===== config.mk =====
export PLATFORM = sky130hd
export DESIGN_NAME = dcache_pipeline_flat
export DESIGN_NICKNAME = d
export VERILOG_FILES = /design/src/common/dcache_pkg.sv /design/src/common/dcache_array_if.sv /design/src/dcache/dcache_pipeline.sv /design/src/flat_wrapper.sv
export SDC_FILE = /design/constraint.sdc
export NUM_CORES = 1
export LEC_CHECK = 0
export BUFFER_PORTS_ARGS = -buffer_cell sky130_fd_sc_hd__buf_2
export CAP_MARGIN = 25
export CORE_MARGIN = 3
export CORE_UTILIZATION = 25
export DETAILED_ROUTE_END_ITERATION = 8
export SYNTH_ARGS = -nofsm -noshare
export SYNTH_HDL_FRONTEND = slang
export SYNTH_SLANG_ARGS = --single-unit

===== constraint.sdc =====
create_clock -name clk -period 18.3 [get_ports clk]
set_clock_uncertainty 0.2 [all_clocks]
set_input_delay 3.66 -clock clk [delete_from_list [all_inputs] [get_ports clk]]
set_output_delay 3.66 -clock clk [all_outputs]
set_load 0.005 [all_outputs]

===== src/common/dcache_pkg.sv =====
package dcache_pkg;

    //////////////////////////////////////////////////
    // geometry
    localparam int ADDR_W    = 32;
    localparam int XLEN      = 64;
    localparam int OFFSET_W  = 3;
    localparam int INDEX_W   = 8;
    localparam int TAG_W     = 21;
    localparam int NUM_LINES = 256;
    localparam int TAG_LSB   = 11;
    localparam int ROB_W     = 2;   // response tag

    typedef enum logic {
        OP_LOAD  = 1'b0,
        OP_STORE = 1'b1
    } mem_op_e;

    // bit 2 set means zero extension on loads
    typedef enum logic [2:0] {
        SIZE_B  = 3'b000,
        SIZE_H  = 3'b001,
        SIZE_W  = 3'b010,
        SIZE_D  = 3'b011,
        SIZE_BU = 3'b100,
        SIZE_HU = 3'b101,
        SIZE_WU = 3'b110
    } mem_size_e;

    typedef enum logic [1:0] {
        MISS_IDLE,
        MISS_WRITEBACK,
        MISS_REFILL
    } miss_state_e;

    typedef struct packed {
        logic             valid;
        logic             dirty;
        logic [TAG_W-1:0] tag;
    } tag_entry_t;

    typedef struct packed {
        mem_op_e           op;
        mem_size_e         size;
        logic [ADDR_W-1:0] addr;
        logic [XLEN-1:0]   st_data;
        logic [ROB_W-1:0]  rob;
        tag_entry_t        victim;       // entry read in s1
        logic [XLEN-1:0]   victim_data;
    } miss_req_t;

    //////////////////////////////////////////////////
    // byte lane helpers
    function automatic logic [XLEN-1:0] load_align(input logic [XLEN-1:0] line,
                                                   input logic [OFFSET_W-1:0] offset,
                                                   input mem_size_e size);
        logic [XLEN-1:0] shifted;
        shifted = line >> {offset, 3'b000};
        case (size)
            SIZE_B:  return {{56{shifted[7]}}, shifted[7:0]};
            SIZE_H:  return {{48{shifted[15]}}, shifted[15:0]};
            SIZE_W:  return {{32{shifted[31]}}, shifted[31:0]};
            SIZE_BU: return {56'b0, shifted[7:0]};
            SIZE_HU: return {48'b0, shifted[15:0]};
            SIZE_WU: return {32'b0, shifted[31:0]};
            default: return shifted;    // doubleword
        endcase
    endfunction

    function automatic logic [7:0] byte_mask(input mem_size_e size,
                                             input logic [OFFSET_W-1:0] offset);
        logic [7:0] base;
        case (size[1:0])
            2'b00:   base = 8'h01;
            2'b01:   base = 8'h03;
            2'b10:   base = 8'h0f;
            default: base = 8'hff;
        endcase
        return base << offset;
    endfunction

    function automatic logic [XLEN-1:0] store_merge(input logic [XLEN-1:0] line,
                                                    input logic [XLEN-1:0] st_data,
                                                    input mem_size_e size,
                                                    input logic [OFFSET_W-1:0] offset);
        logic [7:0]      mask;
        logic [XLEN-1:0] placed;
        logic [XLEN-1:0] merged;
        mask   = byte_mask(size, offset);
        placed = st_data << {offset, 3'b000};
        for (int b = 0; b < XLEN / 8; b++) begin
            merged[8*b +: 8] = mask[b] ? placed[8*b +: 8] : line[8*b +: 8];
        end
        return merged;
    endfunction

endpackage


===== src/common/dcache_array_if.sv =====
`timescale 1ns/1ps

interface dcache_array_if import dcache_pkg::*; ();

    // read port, data valid one cycle after rd_en
    logic               rd_en;
    logic [INDEX_W-1:0] rd_index;
    tag_entry_t         rd_tag;
    logic [XLEN-1:0]    rd_data;

    // store hit write
    logic               wr_en;
    logic [INDEX_W-1:0] wr_index;
    logic [7:0]         wr_mask;
    logic [XLEN-1:0]    wr_data;
    tag_entry_t         wr_tag;

    // refill, full line
    logic               fill_en;
    logic [INDEX_W-1:0] fill_index;
    logic [XLEN-1:0]    fill_data;
    tag_entry_t         fill_tag;

    logic               init_done;

    modport pipe (
        output rd_en, rd_index, wr_en, wr_index, wr_mask, wr_data, wr_tag,
        input  rd_tag, rd_data, init_done
    );

    modport refill (
        output fill_en, fill_index, fill_data, fill_tag
    );

    modport array (
        input  rd_en, rd_index, wr_en, wr_index, wr_mask, wr_data, wr_tag,
        input  fill_en, fill_index, fill_data, fill_tag,
        output rd_tag, rd_data, init_done
    );

endinterface


===== src/dcache/dcache_pipeline.sv =====
`timescale 1ns/1ps

module dcache_pipeline import dcache_pkg::*; (
    input  logic              clk,
    input  logic              rst_n_i,
    dcache_array_if.pipe      arr,

    input  logic              req_valid_i,
    input  mem_op_e           req_op_i,
    input  mem_size_e         req_size_i,
    input  logic [ADDR_W-1:0] req_addr_i,
    input  logic [XLEN-1:0]   req_data_i,
    input  logic [ROB_W-1:0]  req_rob_i,
    output logic              req_ready_o,

    output logic              s2_resp_valid_o,
    output logic [XLEN-1:0]   s2_ld_data_o,
    output logic [ROB_W-1:0]  s2_rob_o,

    output logic              miss_valid_o,
    output miss_req_t         miss_req_o,
    input  logic              mshr_busy_i
);

    logic              req_hsk;

    logic              s1_valid;
    mem_op_e           s1_op;
    mem_size_e         s1_size;
    logic [ADDR_W-1:0] s1_addr;
    logic [XLEN-1:0]   s1_data;
    logic [ROB_W-1:0]  s1_rob;
    logic              s1_hit;
    logic              s1_miss;

    logic              s2_valid;
    mem_op_e           s2_op;
    mem_size_e         s2_size;
    logic [ADDR_W-1:0] s2_addr;
    logic [XLEN-1:0]   s2_data;
    logic [ROB_W-1:0]  s2_rob;
    logic [XLEN-1:0]   s2_line;

    //////////////////////////////////////////////////
    // s0 accept and array read
    assign req_ready_o = arr.init_done && !mshr_busy_i
                         && !(s1_valid && s1_op == OP_STORE)
                         && !(s2_valid && s2_op == OP_STORE)
                         && !s1_miss;
    assign req_hsk = req_valid_i && req_ready_o;

    assign arr.rd_en    = req_hsk;
    assign arr.rd_index = req_addr_i[OFFSET_W +: INDEX_W];

    //////////////////////////////////////////////////
    // s1 tag compare
    assign s1_hit  = s1_valid && arr.rd_tag.valid
                     && (arr.rd_tag.tag == s1_addr[ADDR_W-1:TAG_LSB]);
    assign s1_miss = s1_valid && !s1_hit;

    assign miss_valid_o = s1_miss;     // s1 empties next cycle

    always_comb begin
        miss_req_o.op          = s1_op;
        miss_req_o.size        = s1_size;
        miss_req_o.addr        = s1_addr;
        miss_req_o.st_data     = s1_data;
        miss_req_o.rob         = s1_rob;
        miss_req_o.victim      = arr.rd_tag;
        miss_req_o.victim_data = arr.rd_data;
    end

    always_ff @(posedge clk) begin
        if (!rst_n_i) begin
            s1_valid <= 1'b0;
            s2_valid <= 1'b0;
        end else begin
            s1_valid <= req_hsk;
            s2_valid <= s1_hit;
        end
    end

    always_ff @(posedge clk) begin
        if (req_hsk) begin
            s1_op   <= req_op_i;
            s1_size <= req_size_i;
            s1_addr <= req_addr_i;
            s1_data <= req_data_i;
            s1_rob  <= req_rob_i;
        end
        if (s1_hit) begin
            s2_op   <= s1_op;
            s2_size <= s1_size;
            s2_addr <= s1_addr;
            s2_data <= s1_data;
            s2_rob  <= s1_rob;
            s2_line <= arr.rd_data;
        end
    end

    //////////////////////////////////////////////////
    // s2 load response / store write
    assign s2_resp_valid_o = s2_valid && s2_op == OP_LOAD;
    assign s2_ld_data_o    = load_align(s2_line, s2_addr[OFFSET_W-1:0], s2_size);
    assign s2_rob_o        = s2_rob;

    assign arr.wr_en    = s2_valid && s2_op == OP_STORE;
    assign arr.wr_index = s2_addr[OFFSET_W +: INDEX_W];
    assign arr.wr_mask  = byte_mask(s2_size, s2_addr[OFFSET_W-1:0]);
    assign arr.wr_data  = store_merge(s2_line, s2_data, s2_size, s2_addr[OFFSET_W-1:0]);
    assign arr.wr_tag   = '{valid: 1'b1, dirty: 1'b1, tag: s2_addr[ADDR_W-1:TAG_LSB]};

endmodule


===== src/flat_wrapper.sv =====
// flat-port wrapper written by rule: the top's interface ports become plain ports
module dcache_pipeline_flat import dcache_pkg::*;
  (clk, rst_n_i, req_valid_i, req_op_i, req_size_i, req_addr_i, req_data_i, req_rob_i, req_ready_o, s2_resp_valid_o, s2_ld_data_o, s2_rob_o, miss_valid_o, miss_req_o, mshr_busy_i, arr_rd_en, arr_rd_index, arr_wr_en, arr_wr_index, arr_wr_mask, arr_wr_data, arr_wr_tag, arr_rd_tag, arr_rd_data, arr_init_done);
  dcache_array_if arr_i ();
  input  logic clk;
  input  logic rst_n_i;
  input  logic req_valid_i;
  input  mem_op_e req_op_i;
  input  mem_size_e req_size_i;
  input  logic [ADDR_W-1:0] req_addr_i;
  input  logic [XLEN-1:0] req_data_i;
  input  logic [ROB_W-1:0] req_rob_i;
  output logic req_ready_o;
  output logic s2_resp_valid_o;
  output logic [XLEN-1:0] s2_ld_data_o;
  output logic [ROB_W-1:0] s2_rob_o;
  output logic miss_valid_o;
  output miss_req_t miss_req_o;
  input  logic mshr_busy_i;
  output wire logic [$bits(arr_i.rd_en)-1:0] arr_rd_en;
  output wire logic [$bits(arr_i.rd_index)-1:0] arr_rd_index;
  output wire logic [$bits(arr_i.wr_en)-1:0] arr_wr_en;
  output wire logic [$bits(arr_i.wr_index)-1:0] arr_wr_index;
  output wire logic [$bits(arr_i.wr_mask)-1:0] arr_wr_mask;
  output wire logic [$bits(arr_i.wr_data)-1:0] arr_wr_data;
  output wire logic [$bits(arr_i.wr_tag)-1:0] arr_wr_tag;
  input wire logic [$bits(arr_i.rd_tag)-1:0] arr_rd_tag;
  input wire logic [$bits(arr_i.rd_data)-1:0] arr_rd_data;
  input wire logic [$bits(arr_i.init_done)-1:0] arr_init_done;
  assign arr_rd_en = arr_i.rd_en;
  assign arr_rd_index = arr_i.rd_index;
  assign arr_wr_en = arr_i.wr_en;
  assign arr_wr_index = arr_i.wr_index;
  assign arr_wr_mask = arr_i.wr_mask;
  assign arr_wr_data = arr_i.wr_data;
  assign arr_wr_tag = arr_i.wr_tag;
  assign arr_i.rd_tag = arr_rd_tag;
  assign arr_i.rd_data = arr_rd_data;
  assign arr_i.init_done = arr_init_done;
  dcache_pipeline u_core (.clk(clk), .rst_n_i(rst_n_i), .arr(arr_i), .req_valid_i(req_valid_i), .req_op_i(req_op_i), .req_size_i(req_size_i), .req_addr_i(req_addr_i), .req_data_i(req_data_i), .req_rob_i(req_rob_i), .req_ready_o(req_ready_o), .s2_resp_valid_o(s2_resp_valid_o), .s2_ld_data_o(s2_ld_data_o), .s2_rob_o(s2_rob_o), .miss_valid_o(miss_valid_o), .miss_req_o(miss_req_o), .mshr_busy_i(mshr_busy_i));
endmodule

* Word level (Yosys, flattened, before mapping)
Index checks and enable logic that the tools add are counted.
Cells by class: add/subtract/negate cells 0, $mul 0, divide/modulo/power cells 0, order comparisons 0, equality and inequality tests 8, shifts and indexed selects 3, muxes and demuxes 10, bitwise logic cells 1, reductions and logical operators 18
Operators by type and width (count):
- $pmux 64 s6 | 1
- $mux 8 | 8
- $shl 64x6->64 | 1
- $shr 64x6->64 | 1
- $pmux 8 s3 | 1
- $eq 21x21->1 | 1
- $logic_and 1x1->1 | 11
- $eq 3x3->1 const B | 3
- $shl 8x3->8 | 1
- $logic_not 1->1 | 5
- $eq 3x1->1 const B | 1
- $eq 3x2->1 const B | 1
- $logic_not 3->1 | 1
- $eq 2x1->1 const B | 1
- $eq 2x2->1 const B | 1
- $logic_not 2->1 | 1
- $not 1->1 | 1
Storage, ports and cells: register bits 270, bits in latches 0, RAM bits 0, ROM bits 0, memories kept 0

* Logic depth before layout (Yosys ltp)
depth after elaboration 7, mapped depth 9, depth with buffers taken out 4

* Least setup slack after synthesis
No wires, ideal clock.
path type input to register, start point in arr_rd_tag[20], end point reg u_core.s2_addr[0], enable pin, library setup time 895 ps, data arrival time 15747 ps, path slack 1458 ps, stages on the path 4, cell sequence xor2_1 -> nor4_1 -> nand2_1 -> nor3_1
Between the ends: longest elaborated chain between the ends 2
RTL lines:
- start, declared | line flat_wrapper.sv:27 | input wire logic [$bits(arr_i.rd_tag)-1:0] arr_rd_tag;
- $eq 21x21->1 | line dcache_pipeline.sv:58 | && (arr.rd_tag.tag == s1_addr[ADDR_W-1:TAG_LSB]);
- $logic_and 1x1->1 | line dcache_pipeline.sv:58
- net u_core.s1_hit | line dcache_pipeline.sv:33 | logic s1_hit;
- end signal, assigned | line dcache_pipeline.sv:94 | s2_addr <= s1_addr;
- end, declared | line dcache_pipeline.sv:39 | logic [ADDR_W-1:0] s2_addr;
The timed path passes the listed nets, and every way through them passes these cells. A chain may end at the register's enable or synchronous reset.

* Worst setup path in the final report
start point in arr_rd_tag[7], end point out arr_rd_en
Between the ends: longest elaborated chain between the ends 7
RTL lines:
- $eq 21x21->1 | line dcache_pipeline.sv:58
- $logic_and 1x1->1 | line dcache_pipeline.sv:58
- $logic_not 1->1 | line dcache_pipeline.sv:59 | assign s1_miss = s1_valid && !s1_hit;
- $logic_and 1x1->1 | line dcache_pipeline.sv:59
- $logic_not 1->1 | line dcache_pipeline.sv:49 | && !s1_miss;
- $logic_and 1x1->1 | line dcache_pipeline.sv:49
- $logic_and 1x1->1 | line dcache_pipeline.sv:50 | assign req_hsk = req_valid_i && req_ready_o;
- end, declared | line flat_wrapper.sv:20 | output wire logic [$bits(arr_i.rd_en)-1:0] arr_rd_en;
No other way between the ends.

==> qor.yml <==
placed_design:
  placed_cells: 2116
  pre_cts_slack_ns: 8.86
  gp_congestion: 0.854
  portBuffers: 560
  dp_hpwl_um: 41600
setup_path:
  cp-end-kind: "primary output"
  crit_path_max_fanout: 4
  cp-start-kind: "primary input"
  critical_path_arrival_ns: 5.52
  crit_type: "primary input to primary output"
  crit_required_ns: 14.44
cells_and_area:
  fin_cells: 2175
  area.growth.synth_to_final_pct: 25.2
  drive_gt1_share_pct: 53.5
  fin_nets: 1596
clocking:
  cts-resized-gates: 0
  hold_buffers: 0
  ctsHtreeMaxLevel: 1
  cts_sinks: 270
  cts_tree: "built"
  clk_path_buf_depth: 3
  cts-root-buf: "clkbuf_16"
  cts_buffers: 31
  clkLatencyLatePin_ns: 0.61
  path_clk_slew_ns: 0.06
  cts_setup_buffers: 0
floorplanning:
  num_io_pins: 565
  core_mm2: 0.0555
  die_height_um: 244
  row_count: 86
  initial_core_util_pct: 25.5
  die_w_um: 244
  dieArea_mm2: 0.0595
timing:
  setup_ws_ns: 8.92
  worst_pin_slew_ns: 1.02
  finalSetupTns_ns: 0
  min_period_ns: 9.38
  whs_ns: 0.241
  finalSetupViolCount: 0
  finalHoldViolations: 0
  post-route-period-util_pct: 51.3
  rsz0062_at_grt: "no"
  fmax_mhz: 107
  drv_slew: 0
  relSlewSlack_pct: 31.2
route:
  drt_first_iter_violations: 827
  met1Wirelength_um: 22300
  drcViolationCount: 0
  wl_met3_um: 5240
  antenna_left: 0
  wirelength_um: 54300
  wl_per_cell_um: 25.0
  routed.top_layer: "met5"
  detail_route.vias_per_cell: 4.80
  dr_wl_met2_um: 25600
  dr.pass1.iters: 5
  vias: 10400
power_and_ir_drop:
  switchingPower_mw: 0.305
  p_leak_nw: 7.08
  switching_share_pct: 22.2
  combPwrFrac_pct: 3.9
  power.density_mw_per_mm2: 77.5
  ir_drop_uv: 72.2
  internal_power_mw: 1.07
  seqPwrFrac_pct: 50.3
  total_power_mw: 1.37
  pwr-share-clk_pct: 45.8
synth:
  synth_edf_count: 268
  ys_seq_area_share_pct: 57.2
  synth_warnings: 0
  ys_async_sr_fraction_pct: 0
  ys_types: 50
  yosysTopAreaCellShare_pct: 56.9
  synth-seq-cells: 270
  synth_area_leaders: "edfxtp_1 57%, mux4_2 11%, buf_4 7.3%, mux2_2 4.5%, mux2i_1 3.1%"
  syn_inst: 987
  synth_area_leader_cell: "edfxtp_1"
  synth_ff_type: "edfxtp_1"
  syn_avg_cell_area_um2: 14.3
  synth_area_mm2: 0.0141
run_status:
  status: "finished, final reports clean"
worst_hold_path:
  hp-class: "flip-flop to flip-flop"
global_route:
  grt_max_degree: 133
  track_usage_pct: 17.5
  antenna_found_initial: 2
  grt-ovfl-total: 0
  grt_pass1_vias: 10600
  grt_first_pass_wirelength_um: 76500
flow_run:
  max_cap_violations: 0
## cell families (layout without fill, tap and decap cells)
logic type,count (synthesis),in the layout,share of synthesized area [%]
compound gates,133,133,6.59
xor+xnor,21,21,1.30
buf+inv,207,645,10.1
flops,270,270,57.2
mux,168,168,18.4
other cells,1,3,0.0265
simple gates,187,187,6.46
## sequential cells by signal, indices dropped and copies added, names as in the netlist, 2 cells and up
signal / count
u_core.s1_rob: 2
u_core.s1_addr: 32
u_core.s1_size: 3
u_core.s2_rob_o: 2
u_core.s1_data: 64
u_core.s2_size: 3
u_core.s2_data: 64
u_core.s2_line: 64
u_core.s2_addr: 32
## per-stage QoR
step	utilization, %	area (µm²)
CTS	31.9	17700
finish	31.9	17700
global route	31.9	17700
global placement	30.1	16700
detailed placement	30.1	16700
floorplan	-	14100
## synthesized netlist by cell type, drive strengths merged, types with 3 or more instances
cell type	n
xor2	20
nand2	101
nor3	7
a22oi	16
nand3	5
inv	9
a221o	8
o21a	10
edfxtp	268
a21oi	12
o211ai	25
nor2	8
nor2b	7
mux2i	44
buf	186
nand2b	3
mux2	56
and3	4
nand4	35
o21ai	35
a21o	3
clkbuf	11
mux4	68
o2bb2ai	16
nor4	7
## power by group through the flow
stage                     sequential, mW  combinational, mW  clock (mW)
after global routing               0.692             0.0582       0.669
final                              0.691             0.0530       0.629
after detailed placement           0.704             0.0537           0
after floorplan                    0.705             0.0230           0
after CTS                          0.691             0.0543       0.649
after global placement             0.704             0.0531           0
## critical path: stages
cell     delay [ns]
buf_2          0.11
xor2_1         0.13
nor4_1         0.88
nand3_1        0.29
o21ai_4        0.30
buf_2          0.16
## area by class of cell
cell class / instances / area [µm²]
Antenna cell: 1 / 2.50
Clock buffer: 37 / 798
Clock inverter: 20 / 210
Fill cell: 5595 / 37800
Inverter: 10 / 37.5
Multi-Input combinational cell: 511 / 4680
Sequential cell: 270 / 8090
Tap cell: 748 / 936
Timing Repair Buffer: 578 / 2950
## path summary, 6_finish.rpt
kind	start	end	slack, ns	cells past startpoint
max	arr_rd_tag[7]	arr_rd_en	8.92	6
min	u_core.s1_data[49]$_DFFE_PP_	u_core.s2_data[49]$_DFFE_PP_	0.24	0
max reg2reg	u_core.s1_addr[18]$_DFFE_PP_	u_core.s1_data[3]$_DFFE_PP_	14.24	6
min reg2reg	u_core.s1_data[49]$_DFFE_PP_	u_core.s2_data[49]$_DFFE_PP_	0.24	0
## layer usage
metal	vias to the layer above	GRT usage (%)
li1	4537	-
met1	5202	23.2
met2	628	28.8
met3	61	4.72
met4	2	3.91
met5	-	0
## layout by cell type (no fill, tap or decap), types with 7 or more instances in the layout
cell,instances
a21oi_1,11
a221o_1,8
a22oi_1,16
buf_2,560
buf_4,16
clkbuf_16,31
edfxtp_1,268
inv_1,8
mux2_2,56
mux2i_1,44
mux4_2,68
nand2_1,100
nand4_1,35
nor2_1,7
nor4_1,7
o211ai_1,25
o21a_1,10
o21ai_0,34
o2bb2ai_1,16
xor2_1,20
No activity file was read; power rests on OpenSTA's default activity.
