===== config.mk =====
export PLATFORM = sky130hd
export DESIGN_NAME = dcache_miss_unit_flat
export DESIGN_NICKNAME = d
export VERILOG_FILES = /design/src/common/dcache_pkg.sv /design/src/common/dcache_array_if.sv /design/src/dcache/dcache_miss_unit.sv /design/src/flat_wrapper.sv
export SDC_FILE = /design/constraint.sdc
export NUM_CORES = 1
export LEC_CHECK = 0
export BUFFER_PORTS_ARGS = -buffer_cell sky130_fd_sc_hd__buf_2
export CAP_MARGIN = 0
export CORE_ASPECT_RATIO = 1.5
export CORE_MARGIN = 4
export CORE_UTILIZATION = 30
export DETAILED_ROUTE_END_ITERATION = 8
export PLACE_DENSITY = 0.52
export SLEW_MARGIN = 20
export SYNTH_ARGS = -nofsm -noshare
export SYNTH_HDL_FRONTEND = slang
export SYNTH_SLANG_ARGS = --single-unit

===== constraint.sdc =====
create_clock -name clk -period 17.6 [get_ports clk]
set_clock_uncertainty 0.2 [all_clocks]
set_input_delay 1.76 -clock clk [delete_from_list [all_inputs] [get_ports clk]]
set_output_delay 1.76 -clock clk [all_outputs]
set_load 0.005 [all_outputs]

===== src/common/dcache_pkg.sv =====
package dcache_pkg;

    //////////////////////////////////////////////////
    // geometry
    localparam int ADDR_W    = 32;
    localparam int XLEN      = 64;
    localparam int OFFSET_W  = 3;
    localparam int INDEX_W   = 8;
    localparam int TAG_W     = 21;
    localparam int NUM_LINES = 256;
    localparam int TAG_LSB   = 11;
    localparam int ROB_W     = 2;   // response tag

    typedef enum logic {
        OP_LOAD  = 1'b0,
        OP_STORE = 1'b1
    } mem_op_e;

    // bit 2 set means zero extension on loads
    typedef enum logic [2:0] {
        SIZE_B  = 3'b000,
        SIZE_H  = 3'b001,
        SIZE_W  = 3'b010,
        SIZE_D  = 3'b011,
        SIZE_BU = 3'b100,
        SIZE_HU = 3'b101,
        SIZE_WU = 3'b110
    } mem_size_e;

    typedef enum logic [1:0] {
        MISS_IDLE,
        MISS_WRITEBACK,
        MISS_REFILL
    } miss_state_e;

    typedef struct packed {
        logic             valid;
        logic             dirty;
        logic [TAG_W-1:0] tag;
    } tag_entry_t;

    typedef struct packed {
        mem_op_e           op;
        mem_size_e         size;
        logic [ADDR_W-1:0] addr;
        logic [XLEN-1:0]   st_data;
        logic [ROB_W-1:0]  rob;
        tag_entry_t        victim;       // entry read in s1
        logic [XLEN-1:0]   victim_data;
    } miss_req_t;

    //////////////////////////////////////////////////
    // byte lane helpers
    function automatic logic [XLEN-1:0] load_align(input logic [XLEN-1:0] line,
                                                   input logic [OFFSET_W-1:0] offset,
                                                   input mem_size_e size);
        logic [XLEN-1:0] shifted;
        shifted = line >> {offset, 3'b000};
        case (size)
            SIZE_B:  return {{56{shifted[7]}}, shifted[7:0]};
            SIZE_H:  return {{48{shifted[15]}}, shifted[15:0]};
            SIZE_W:  return {{32{shifted[31]}}, shifted[31:0]};
            SIZE_BU: return {56'b0, shifted[7:0]};
            SIZE_HU: return {48'b0, shifted[15:0]};
            SIZE_WU: return {32'b0, shifted[31:0]};
            default: return shifted;    // doubleword
        endcase
    endfunction

    function automatic logic [7:0] byte_mask(input mem_size_e size,
                                             input logic [OFFSET_W-1:0] offset);
        logic [7:0] base;
        case (size[1:0])
            2'b00:   base = 8'h01;
            2'b01:   base = 8'h03;
            2'b10:   base = 8'h0f;
            default: base = 8'hff;
        endcase
        return base << offset;
    endfunction

    function automatic logic [XLEN-1:0] store_merge(input logic [XLEN-1:0] line,
                                                    input logic [XLEN-1:0] st_data,
                                                    input mem_size_e size,
                                                    input logic [OFFSET_W-1:0] offset);
        logic [7:0]      mask;
        logic [XLEN-1:0] placed;
        logic [XLEN-1:0] merged;
        mask   = byte_mask(size, offset);
        placed = st_data << {offset, 3'b000};
        for (int b = 0; b < XLEN / 8; b++) begin
            merged[8*b +: 8] = mask[b] ? placed[8*b +: 8] : line[8*b +: 8];
        end
        return merged;
    endfunction

endpackage


===== src/common/dcache_array_if.sv =====
`timescale 1ns/1ps

interface dcache_array_if import dcache_pkg::*; ();

    // read port, data valid one cycle after rd_en
    logic               rd_en;
    logic [INDEX_W-1:0] rd_index;
    tag_entry_t         rd_tag;
    logic [XLEN-1:0]    rd_data;

    // store hit write
    logic               wr_en;
    logic [INDEX_W-1:0] wr_index;
    logic [7:0]         wr_mask;
    logic [XLEN-1:0]    wr_data;
    tag_entry_t         wr_tag;

    // refill, full line
    logic               fill_en;
    logic [INDEX_W-1:0] fill_index;
    logic [XLEN-1:0]    fill_data;
    tag_entry_t         fill_tag;

    logic               init_done;

    modport pipe (
        output rd_en, rd_index, wr_en, wr_index, wr_mask, wr_data, wr_tag,
        input  rd_tag, rd_data, init_done
    );

    modport refill (
        output fill_en, fill_index, fill_data, fill_tag
    );

    modport array (
        input  rd_en, rd_index, wr_en, wr_index, wr_mask, wr_data, wr_tag,
        input  fill_en, fill_index, fill_data, fill_tag,
        output rd_tag, rd_data, init_done
    );

endinterface


===== src/dcache/dcache_miss_unit.sv =====
`timescale 1ns/1ps

module dcache_miss_unit import dcache_pkg::*; (
    input  logic              clk,
    input  logic              rst_n_i,
    dcache_array_if.refill    arr,

    input  logic              miss_valid_i,
    input  miss_req_t         miss_req_i,
    output logic              mshr_busy_o,

    output logic              fill_resp_valid_o,
    output logic [XLEN-1:0]   fill_ld_data_o,
    output logic [ROB_W-1:0]  fill_rob_o,

    output logic              wb_cyc_o,
    output logic              wb_stb_o,
    output logic              wb_we_o,
    output logic [ADDR_W-1:0] wb_adr_o,
    output logic [XLEN-1:0]   wb_dat_o,
    input  logic              wb_ack_i,
    input  logic [XLEN-1:0]   wb_dat_i
);

    miss_state_e       state;
    miss_req_t         mshr;
    logic              cyc_q;
    logic              bus_done;
    logic              refill_done;
    logic              fill_en_q;
    logic              fill_resp_q;
    logic [XLEN-1:0]   fill_data_q;
    tag_entry_t        fill_tag_q;
    logic [XLEN-1:0]   fill_ld_q;
    logic [ROB_W-1:0]  fill_rob_q;
    logic [OFFSET_W-1:0] mshr_off;

    assign mshr_off    = mshr.addr[OFFSET_W-1:0];
    assign bus_done    = cyc_q && wb_ack_i;
    assign refill_done = bus_done && state == MISS_REFILL;

    //////////////////////////////////////////////////
    // writeback / refill FSM
    always_ff @(posedge clk) begin
        if (!rst_n_i) begin
            state       <= MISS_IDLE;
            cyc_q       <= 1'b0;
            fill_en_q   <= 1'b0;
            fill_resp_q <= 1'b0;
        end else begin
            // cyc drops for a cycle after every ack
            cyc_q       <= (state != MISS_IDLE) && !bus_done;
            fill_en_q   <= refill_done;
            fill_resp_q <= refill_done && mshr.op == OP_LOAD;
            case (state)
                MISS_IDLE: begin
                    if (miss_valid_i) begin
                        state <= (miss_req_i.victim.valid && miss_req_i.victim.dirty) ?
                                 MISS_WRITEBACK : MISS_REFILL;
                    end
                end
                MISS_WRITEBACK: if (bus_done) state <= MISS_REFILL;
                MISS_REFILL:    if (bus_done) state <= MISS_IDLE;
                default:        state <= MISS_IDLE;
            endcase
        end
    end

    always_ff @(posedge clk) begin
        if (miss_valid_i && state == MISS_IDLE) begin
            mshr <= miss_req_i;
        end
        if (refill_done) begin
            fill_data_q <= (mshr.op == OP_STORE) ?
                           store_merge(wb_dat_i, mshr.st_data, mshr.size, mshr_off) : wb_dat_i;
            fill_tag_q  <= '{valid: 1'b1, dirty: mshr.op == OP_STORE,
                             tag: mshr.addr[ADDR_W-1:TAG_LSB]};
            fill_ld_q   <= load_align(wb_dat_i, mshr_off, mshr.size);
            fill_rob_q  <= mshr.rob;
        end
    end

    // busy through the fill cycle
    assign mshr_busy_o = (state != MISS_IDLE) || fill_en_q;

    //////////////////////////////////////////////////
    // wishbone
    assign wb_cyc_o = cyc_q;
    assign wb_stb_o = cyc_q;
    assign wb_we_o  = state == MISS_WRITEBACK;
    assign wb_adr_o = (state == MISS_WRITEBACK) ?
                      {mshr.victim.tag, mshr.addr[OFFSET_W +: INDEX_W], {OFFSET_W{1'b0}}} :
                      {mshr.addr[ADDR_W-1:OFFSET_W], {OFFSET_W{1'b0}}};
    assign wb_dat_o = mshr.victim_data;

    assign arr.fill_en    = fill_en_q;
    assign arr.fill_index = mshr.addr[OFFSET_W +: INDEX_W];
    assign arr.fill_data  = fill_data_q;
    assign arr.fill_tag   = fill_tag_q;

    assign fill_resp_valid_o = fill_resp_q;
    assign fill_ld_data_o    = fill_ld_q;
    assign fill_rob_o        = fill_rob_q;

endmodule


===== src/flat_wrapper.sv =====
// flat-port wrapper written by rule: the top's interface ports become plain ports
module dcache_miss_unit_flat import dcache_pkg::*;
  (clk, rst_n_i, miss_valid_i, miss_req_i, mshr_busy_o, fill_resp_valid_o, fill_ld_data_o, fill_rob_o, wb_cyc_o, wb_stb_o, wb_we_o, wb_adr_o, wb_dat_o, wb_ack_i, wb_dat_i, arr_fill_en, arr_fill_index, arr_fill_data, arr_fill_tag);
  dcache_array_if arr_i ();
  input  logic clk;
  input  logic rst_n_i;
  input  logic miss_valid_i;
  input  miss_req_t miss_req_i;
  output logic mshr_busy_o;
  output logic fill_resp_valid_o;
  output logic [XLEN-1:0] fill_ld_data_o;
  output logic [ROB_W-1:0] fill_rob_o;
  output logic wb_cyc_o;
  output logic wb_stb_o;
  output logic wb_we_o;
  output logic [ADDR_W-1:0] wb_adr_o;
  output logic [XLEN-1:0] wb_dat_o;
  input  logic wb_ack_i;
  input  logic [XLEN-1:0] wb_dat_i;
  output wire logic [$bits(arr_i.fill_en)-1:0] arr_fill_en;
  output wire logic [$bits(arr_i.fill_index)-1:0] arr_fill_index;
  output wire logic [$bits(arr_i.fill_data)-1:0] arr_fill_data;
  output wire logic [$bits(arr_i.fill_tag)-1:0] arr_fill_tag;
  assign arr_fill_en = arr_i.fill_en;
  assign arr_fill_index = arr_i.fill_index;
  assign arr_fill_data = arr_i.fill_data;
  assign arr_fill_tag = arr_i.fill_tag;
  dcache_miss_unit u_core (.clk(clk), .rst_n_i(rst_n_i), .arr(arr_i), .miss_valid_i(miss_valid_i), .miss_req_i(miss_req_i), .mshr_busy_o(mshr_busy_o), .fill_resp_valid_o(fill_resp_valid_o), .fill_ld_data_o(fill_ld_data_o), .fill_rob_o(fill_rob_o), .wb_cyc_o(wb_cyc_o), .wb_stb_o(wb_stb_o), .wb_we_o(wb_we_o), .wb_adr_o(wb_adr_o), .wb_dat_o(wb_dat_o), .wb_ack_i(wb_ack_i), .wb_dat_i(wb_dat_i));
endmodule

After elaboration in Yosys (flattened, before gate mapping)
Index checks and enable logic that the tools add are counted.

storage, ports and cells
  output and inout bits = 263
  input bits = 257
  register bits = 344
  logic and storage cells = 63

cells by class
  mux-type cells = 18
  equality and inequality tests = 12
  reductions and logical operators = 13
  bitwise operators = 1
  shifts and indexed selects = 3

operator list
  operator            count
  $pmux 64 s6         1
  $mux 8              9
  $mux 64             1
  $shl 64x6->64       1
  $shr 64x6->64       1
  $mux 32             1
  $pmux 8 s3          1
  $eq 3x3->1 const B  3
  $mux 2              4
  $shl 8x3->8         1
  $logic_and 1x1->1   6
  $pmux 2 s3          1
  $eq 2x1->1 const B  2
  $eq 2x2->1 const B  2
  $logic_not 2->1     2
  $ne 2x1->1 const B  2
  $eq 3x1->1 const B  1
  $eq 3x2->1 const B  1
  $logic_not 3->1     1
  $reduce_and 3->1    1
  $ne 2x2->1 const B  1
  $reduce_bool 2->1   1
  $logic_not 1->1     1
  $logic_or 1x1->1    1
  $not 1->1           1

Longest topological paths before layout
  depth after elaboration = 6
  depth in mapped cells = 8
  gate-level depth less buffers = 4

Worst setup path before layout
No wires, ideal clock.

  path type = input to register
  start point = input miss_valid_i
  end point = register u_core.mshr, in the netlist u_core.arr.fill_index[0] (enable)
  data required time = 16,400 ps
  arrival time = 15,083 ps
  slack = 1,317 ps
  path buffers = 0
  library setup time = 1,000 ps
  stages = 1
  path through = nor3b_1

on the way
  cells in the longest elaborated chain, start to end = 1

RTL lines
  element               RTL line                text
  start, declared       flat_wrapper.sv:7       input logic miss_valid_i;
  $logic_and 1x1->1     dcache_miss_unit.sv:70  if (miss_valid_i && state == MISS_IDLE) begin
  end signal, assigned  dcache_miss_unit.sv:71  mshr <= miss_req_i;
  end, declared         dcache_miss_unit.sv:26  miss_req_t mshr;

No other way between the ends.
A chain may end at the register's enable or synchronous reset.

Final worst setup path
  start point = input miss_valid_i
  end point = register u_core.mshr, in the netlist u_core.wb_dat_o[56] (enable)

Same word-level chain as after synthesis.

==> impl_summary.txt <==
----------------------------------------------------
[Run status]
  Result of the run ... finished clean

[Synth]
  Proportion of register bits with asynchronous set or reset after synthesis ... 0%
  Fraction of the mapped netlist area in adder cells ... 0%
  Cell with the most instances after synthesis ... sky130_fd_sc_hd__edfxtp_1
  Synth Instances ... roughly 1000
  Top_reg_cell synth ... sky130_fd_sc_hd__edfxtp_1
  Leading cell types by count after synthesis ... sky130_fd_sc_hd__edfxtp_1 (339), sky130_fd_sc_hd__nand2_1 (99), sky130_fd_sc_hd__buf_4 (90), sky130_fd_sc_hd__mux2_2 (87), sky130_fd_sc_hd__mux4_2 (69)
  Top post-synthesis cells by area ... sky130_fd_sc_hd__edfxtp_1 (64%), sky130_fd_sc_hd__mux4_2 (9.7%), sky130_fd_sc_hd__mux2_2 (6.1%), sky130_fd_sc_hd__buf_4 (4.2%), sky130_fd_sc_hd__mux2i_1 (3.6%)
  Count of unique library cells instantiated by Yosys ... 47
  Proportion of synthesized area in mux cells ... about a fifth
  Simple-gate portion of the synthesized area ... 5.85%
  Number of flops mapped to enable cells by yosys ... 339
  Synth warnings ... 0
  Area fraction of the dominant cell type after synthesis ... 63.7%
  Proportion of synthesized chip area in sequential cells ... 64.4%
  Post-synthesis compound-gate area fraction ... under 10%
  Cell area after synthesis ... 16000 um^2
  Share of the synthesized netlist area taken by xor and xnor gates ... 0%
  Combinational family with the most area after synthesis ... multiplexers
  Syn Area/Cell ... 16.0 um^2
  Cell taking the most area after synthesis ... sky130_fd_sc_hd__edfxtp_1
  Number of storage elements in the synthesis netlist ... 344

[CTS]
  Clock latency of the later-clocked register in the worst-skew pair ... 550 ps
  Count of clock tree sinks ... 344
  Post-CTS Setup Inserts ... 0
  Clock tree from TritonCTS ... built
  Level count of the clock H-tree ... 2
  Master cell of the clock root buffer ... sky130_fd_sc_hd__clkbuf_16
  Buffer levels on the longest clock path ... 3
  TritonCTS Buffers ... 36
  Number of buffers inserted by hold repair at cts ... 0
  Post-CTS clock slew at the launch and capture registers of the worst setup and hold paths ... 60 ps
  Gates resized, CTS repair ... 0

[Worst hold path]
  Path category of the worst min-delay check ... flip-flop to flip-flop

[Critical path]
  Launching instance or port of the critical path ... miss_valid_i
  Type of element capturing the critical path ... flip-flop
  Worst reg2reg startpoint ... u_core.mshr[154]$_DFFE_PP_
  Maximum fanout along the worst path ... 70
  Sequence of cells on the critical path ... buf_2, nor3b_2, buf_4, buf_4
  Critical Path Slowest Stage Cell ... sky130_fd_sc_hd__nor3b_2
  Setup crit start kind ... primary input
  Worst Path Arrival ... 4060 ps
  Endpoint of the lowest-slack register-to-register path ... u_core.arr.fill_data[34]$_DFFE_PP_
  Worst-case reg-to-reg path depth ... 6
  R2R Setup Slk ... roughly 14000 ps
  Max stage delay on crit path ... ~800 ps
  Data required time at the worst endpoint ... 17560 ps
  Critical path start-end classification ... primary input to flip-flop
  Capturing element of the worst setup path ... u_core.wb_dat_o[56]$_DFFE_PP_
  Most repeated library cell on the critical path ... sky130_fd_sc_hd__buf_4

[Place]
  Count of input and output buffers ... 515
  Half-perimeter wire length after detailed placement ... 38600 um
  Placer Congestion ... 0.803

[STA]
  Final worst-path cycle share ... a little under a quarter
  Pins over their slew limit ... 0
  Max Clock Freq ... 0.244 GHz
  Setup repair after global routing missed its margin ... false
  Worst slew margin relative to its limit ... 26.8%
  TNS Setup ... 0 ps
  Count of final hold-check violations ... 0
  Transition time at the pin with the least slew margin ... around 1100 ps
  Crit path time final ... 4090 ps
  Hold Worst Slack ... 227 ps
  Setup-failing EPs final ... 0

[Drt]
  Via/cell ratio ... just under 5
  DRC Markers ... 0
  Routed wl met2 ... 25100 um
  Met3 routed WL ... roughly 5000 um
  Total wire length ... 50400 um
  Highest routed layer ... met5
  Count of antenna-violating nets left after detailed routing ... 0
  Via count ... 10400
  First-pass DRT Iterations ... 7
  WL per Instance ... around 24 um
  Violation count after the first detailed-routing iteration ... 638
  Detailed-route wire length on metal 1 ... 18300 um

[Power and ir drop]
  Maximum ir drop on the vdd rail ... 80.7 uV
  Leakage ... a little under 0.008 uW
  Ratio of total power to cell area ... slightly below 100 nW/um^2

[Layout]
  Fraction of layout instances using a drive strength above 1 ... 52.4%
  Final net count ... 1676
  Final design utilization ... a little under two fifths
  Area delta synth->final ... 23.8%

[Global route]
  Number of global-route vias before repair ... 11000
  Largest net degree at the start of global routing ... approximately 130
  Global-route wire length before repair ... approximately 74000 um
  Initial antenna violation count ... 19
  Overall routing resource usage ... between 15 and 20%
  Total global routing overflow ... 0

[Floorplan]
  Die outline area ... ~57000 um^2
  Vertical die dimension ... 291 um
  Cell Rows ... 103
  Starting density of the core ... 30.3%
  Ports ... 520
  Die X-Extent ... 196 um
  Floorplan core area ... 52700 um^2

[Flow run]
  Number of max-cap violations ... 0

----------------------------------------------------
-- worst min path at each step --
| stage | from | endpoint | slack, ps | cells past startpoint |
|---|---|---|---|---|
| 6_report | u_core.mshr[87]$_DFFE_PP_ | u_core.fill_rob_o[0]$_DFFE_PP_ | 230 | 0 |
| 5_1_grt | u_core.mshr[87]$_DFFE_PP_ | u_core.fill_rob_o[0]$_DFFE_PP_ | 240 | 0 |
| 4_1_cts | u_core.mshr[166]$_DFFE_PP_ | u_core.arr.fill_tag[2]$_DFFE_PP_ | 230 | 0 |
| 3_5_place_dp | u_core.mshr[87]$_DFFE_PP_ | u_core.fill_rob_o[0]$_DFFE_PP_ | 210 | 0 |
| 3_3_place_gp | u_core.mshr[87]$_DFFE_PP_ | u_core.fill_rob_o[0]$_DFFE_PP_ | 220 | 0 |
| 2_1_floorplan | u_core.mshr[87]$_DFFE_PP_ | u_core.fill_rob_o[0]$_DFFE_PP_ | 200 | 0 |
-- routing by layer --
metal / vias to the layer above / GRT usage, %
met5: - / 0
met4: 14 / 6.93
met3: 93 / 6.29
met2: 527 / 28.7
met1: 5091 / 19.9
li1: 4681 / -
-- stage by stage --
| stage | cells | area (um^2) | setup WS (ps) | total power, uW |
|---|---|---|---|---|
| 3_3_place_gp | 2063 | 18600 | 12970 | 1230 |
| 3_5_place_dp | 2063 | 18600 | 12930 | 1240 |
| 6_report | 2135 | 19800 | 13510 | 1950 |
| 2_1_floorplan | 998 | 16000 | 1320 | 1160 |
| 4_1_cts | 2126 | 19700 | 13490 | 1980 |
| 5_1_grt | 2128 | 19800 | 13270 | 2030 |
-- worst max-delay path, delay by kind of cell --
family / cells / cell delay (ps)
buffers and inverters: 3 / 1430
and+or+nand+nor: 1 / 780
-- power by group --
| part | switching, uW | internal [uW] |
|---|---|---|
| clock | 323 | 410 |
| combinational | 130 | 114 |
| sequential | 18.5 | 954 |
-- final cells by class --
cell class / instances / area [um^2]
Sequential cell: 344 / 10300
Clock inverter: 18 / 171
Antenna cell: 9 / 22.5
Clock buffer: 45 / 935
Inverter: 2 / 7.51
Fill cell: 5069 / 32900
Multi-Input combinational cell: 501 / 4770
Tap cell: 682 / 853
Timing Repair Buffer: 534 / 2730
-- logic make-up (layout without fill, tap and decap cells) --
| logic type | count (synthesis) | after routing |
|---|---|---|
| buffers and inverters | 153 | 599 |
| DFF | 344 | 344 |
| other | 2 | 13 |
| and+or+nand+nor | 189 | 189 |
| AOI/OAI and AO/OA | 94 | 94 |
| muxes | 214 | 214 |
-- flip-flops by register name (all words and copies together), names as in the netlist --
register and flops:
u_core.arr.fill_tag 22, u_core.state 2, u_core.wb_dat_o 64, u_core.mshr 115, u_core.wb_cyc_o 1, u_core.arr.fill_data 64, u_core.arr.fill_en 1, u_core.fill_rob_o 2
u_core.fill_ld_data_o 64, u_core.arr.fill_index 8, u_core.fill_resp_valid_o 1
-- layout by cell type, fill, tap and decap left out, types with 2 or more instances in the layout --
cell,instances
sky130_fd_sc_hd__mux4_2,69
sky130_fd_sc_hd__nand4_1,33
sky130_fd_sc_hd__a21oi_1,3
sky130_fd_sc_hd__buf_2,515
sky130_fd_sc_hd__a21o_1,2
sky130_fd_sc_hd__o2bb2ai_1,16
sky130_fd_sc_hd__dfxtp_1,5
sky130_fd_sc_hd__or3_1,3
sky130_fd_sc_hd__nand3_1,17
sky130_fd_sc_hd__nor2_1,4
sky130_fd_sc_hd__clkinv_2,6
sky130_fd_sc_hd__nor3b_2,4
sky130_fd_sc_hd__clkinv_1,2
sky130_fd_sc_hd__nor3_1,2
sky130_fd_sc_hd__nor2b_1,7
sky130_fd_sc_hd__and3_1,3
sky130_fd_sc_hd__clkinvlp_4,3
sky130_fd_sc_hd__a22o_1,22
sky130_fd_sc_hd__mux2_2,87
sky130_fd_sc_hd__clkinv_4,3
sky130_fd_sc_hd__bufinv_16,2
sky130_fd_sc_hd__nand2b_1,6
sky130_fd_sc_hd__o211ai_1,2
sky130_fd_sc_hd__and2_1,2
sky130_fd_sc_hd__buf_4,18
sky130_fd_sc_hd__clkbuf_16,36
sky130_fd_sc_hd__diode_2,9
sky130_fd_sc_hd__conb_1,4
sky130_fd_sc_hd__o21ai_2,2
sky130_fd_sc_hd__clkbuf_1,9
sky130_fd_sc_hd__edfxtp_1,339
sky130_fd_sc_hd__o21ai_0,39
sky130_fd_sc_hd__mux2i_1,58
sky130_fd_sc_hd__nand2_1,99
No activity file was read; power rests on OpenSTA's default activity.
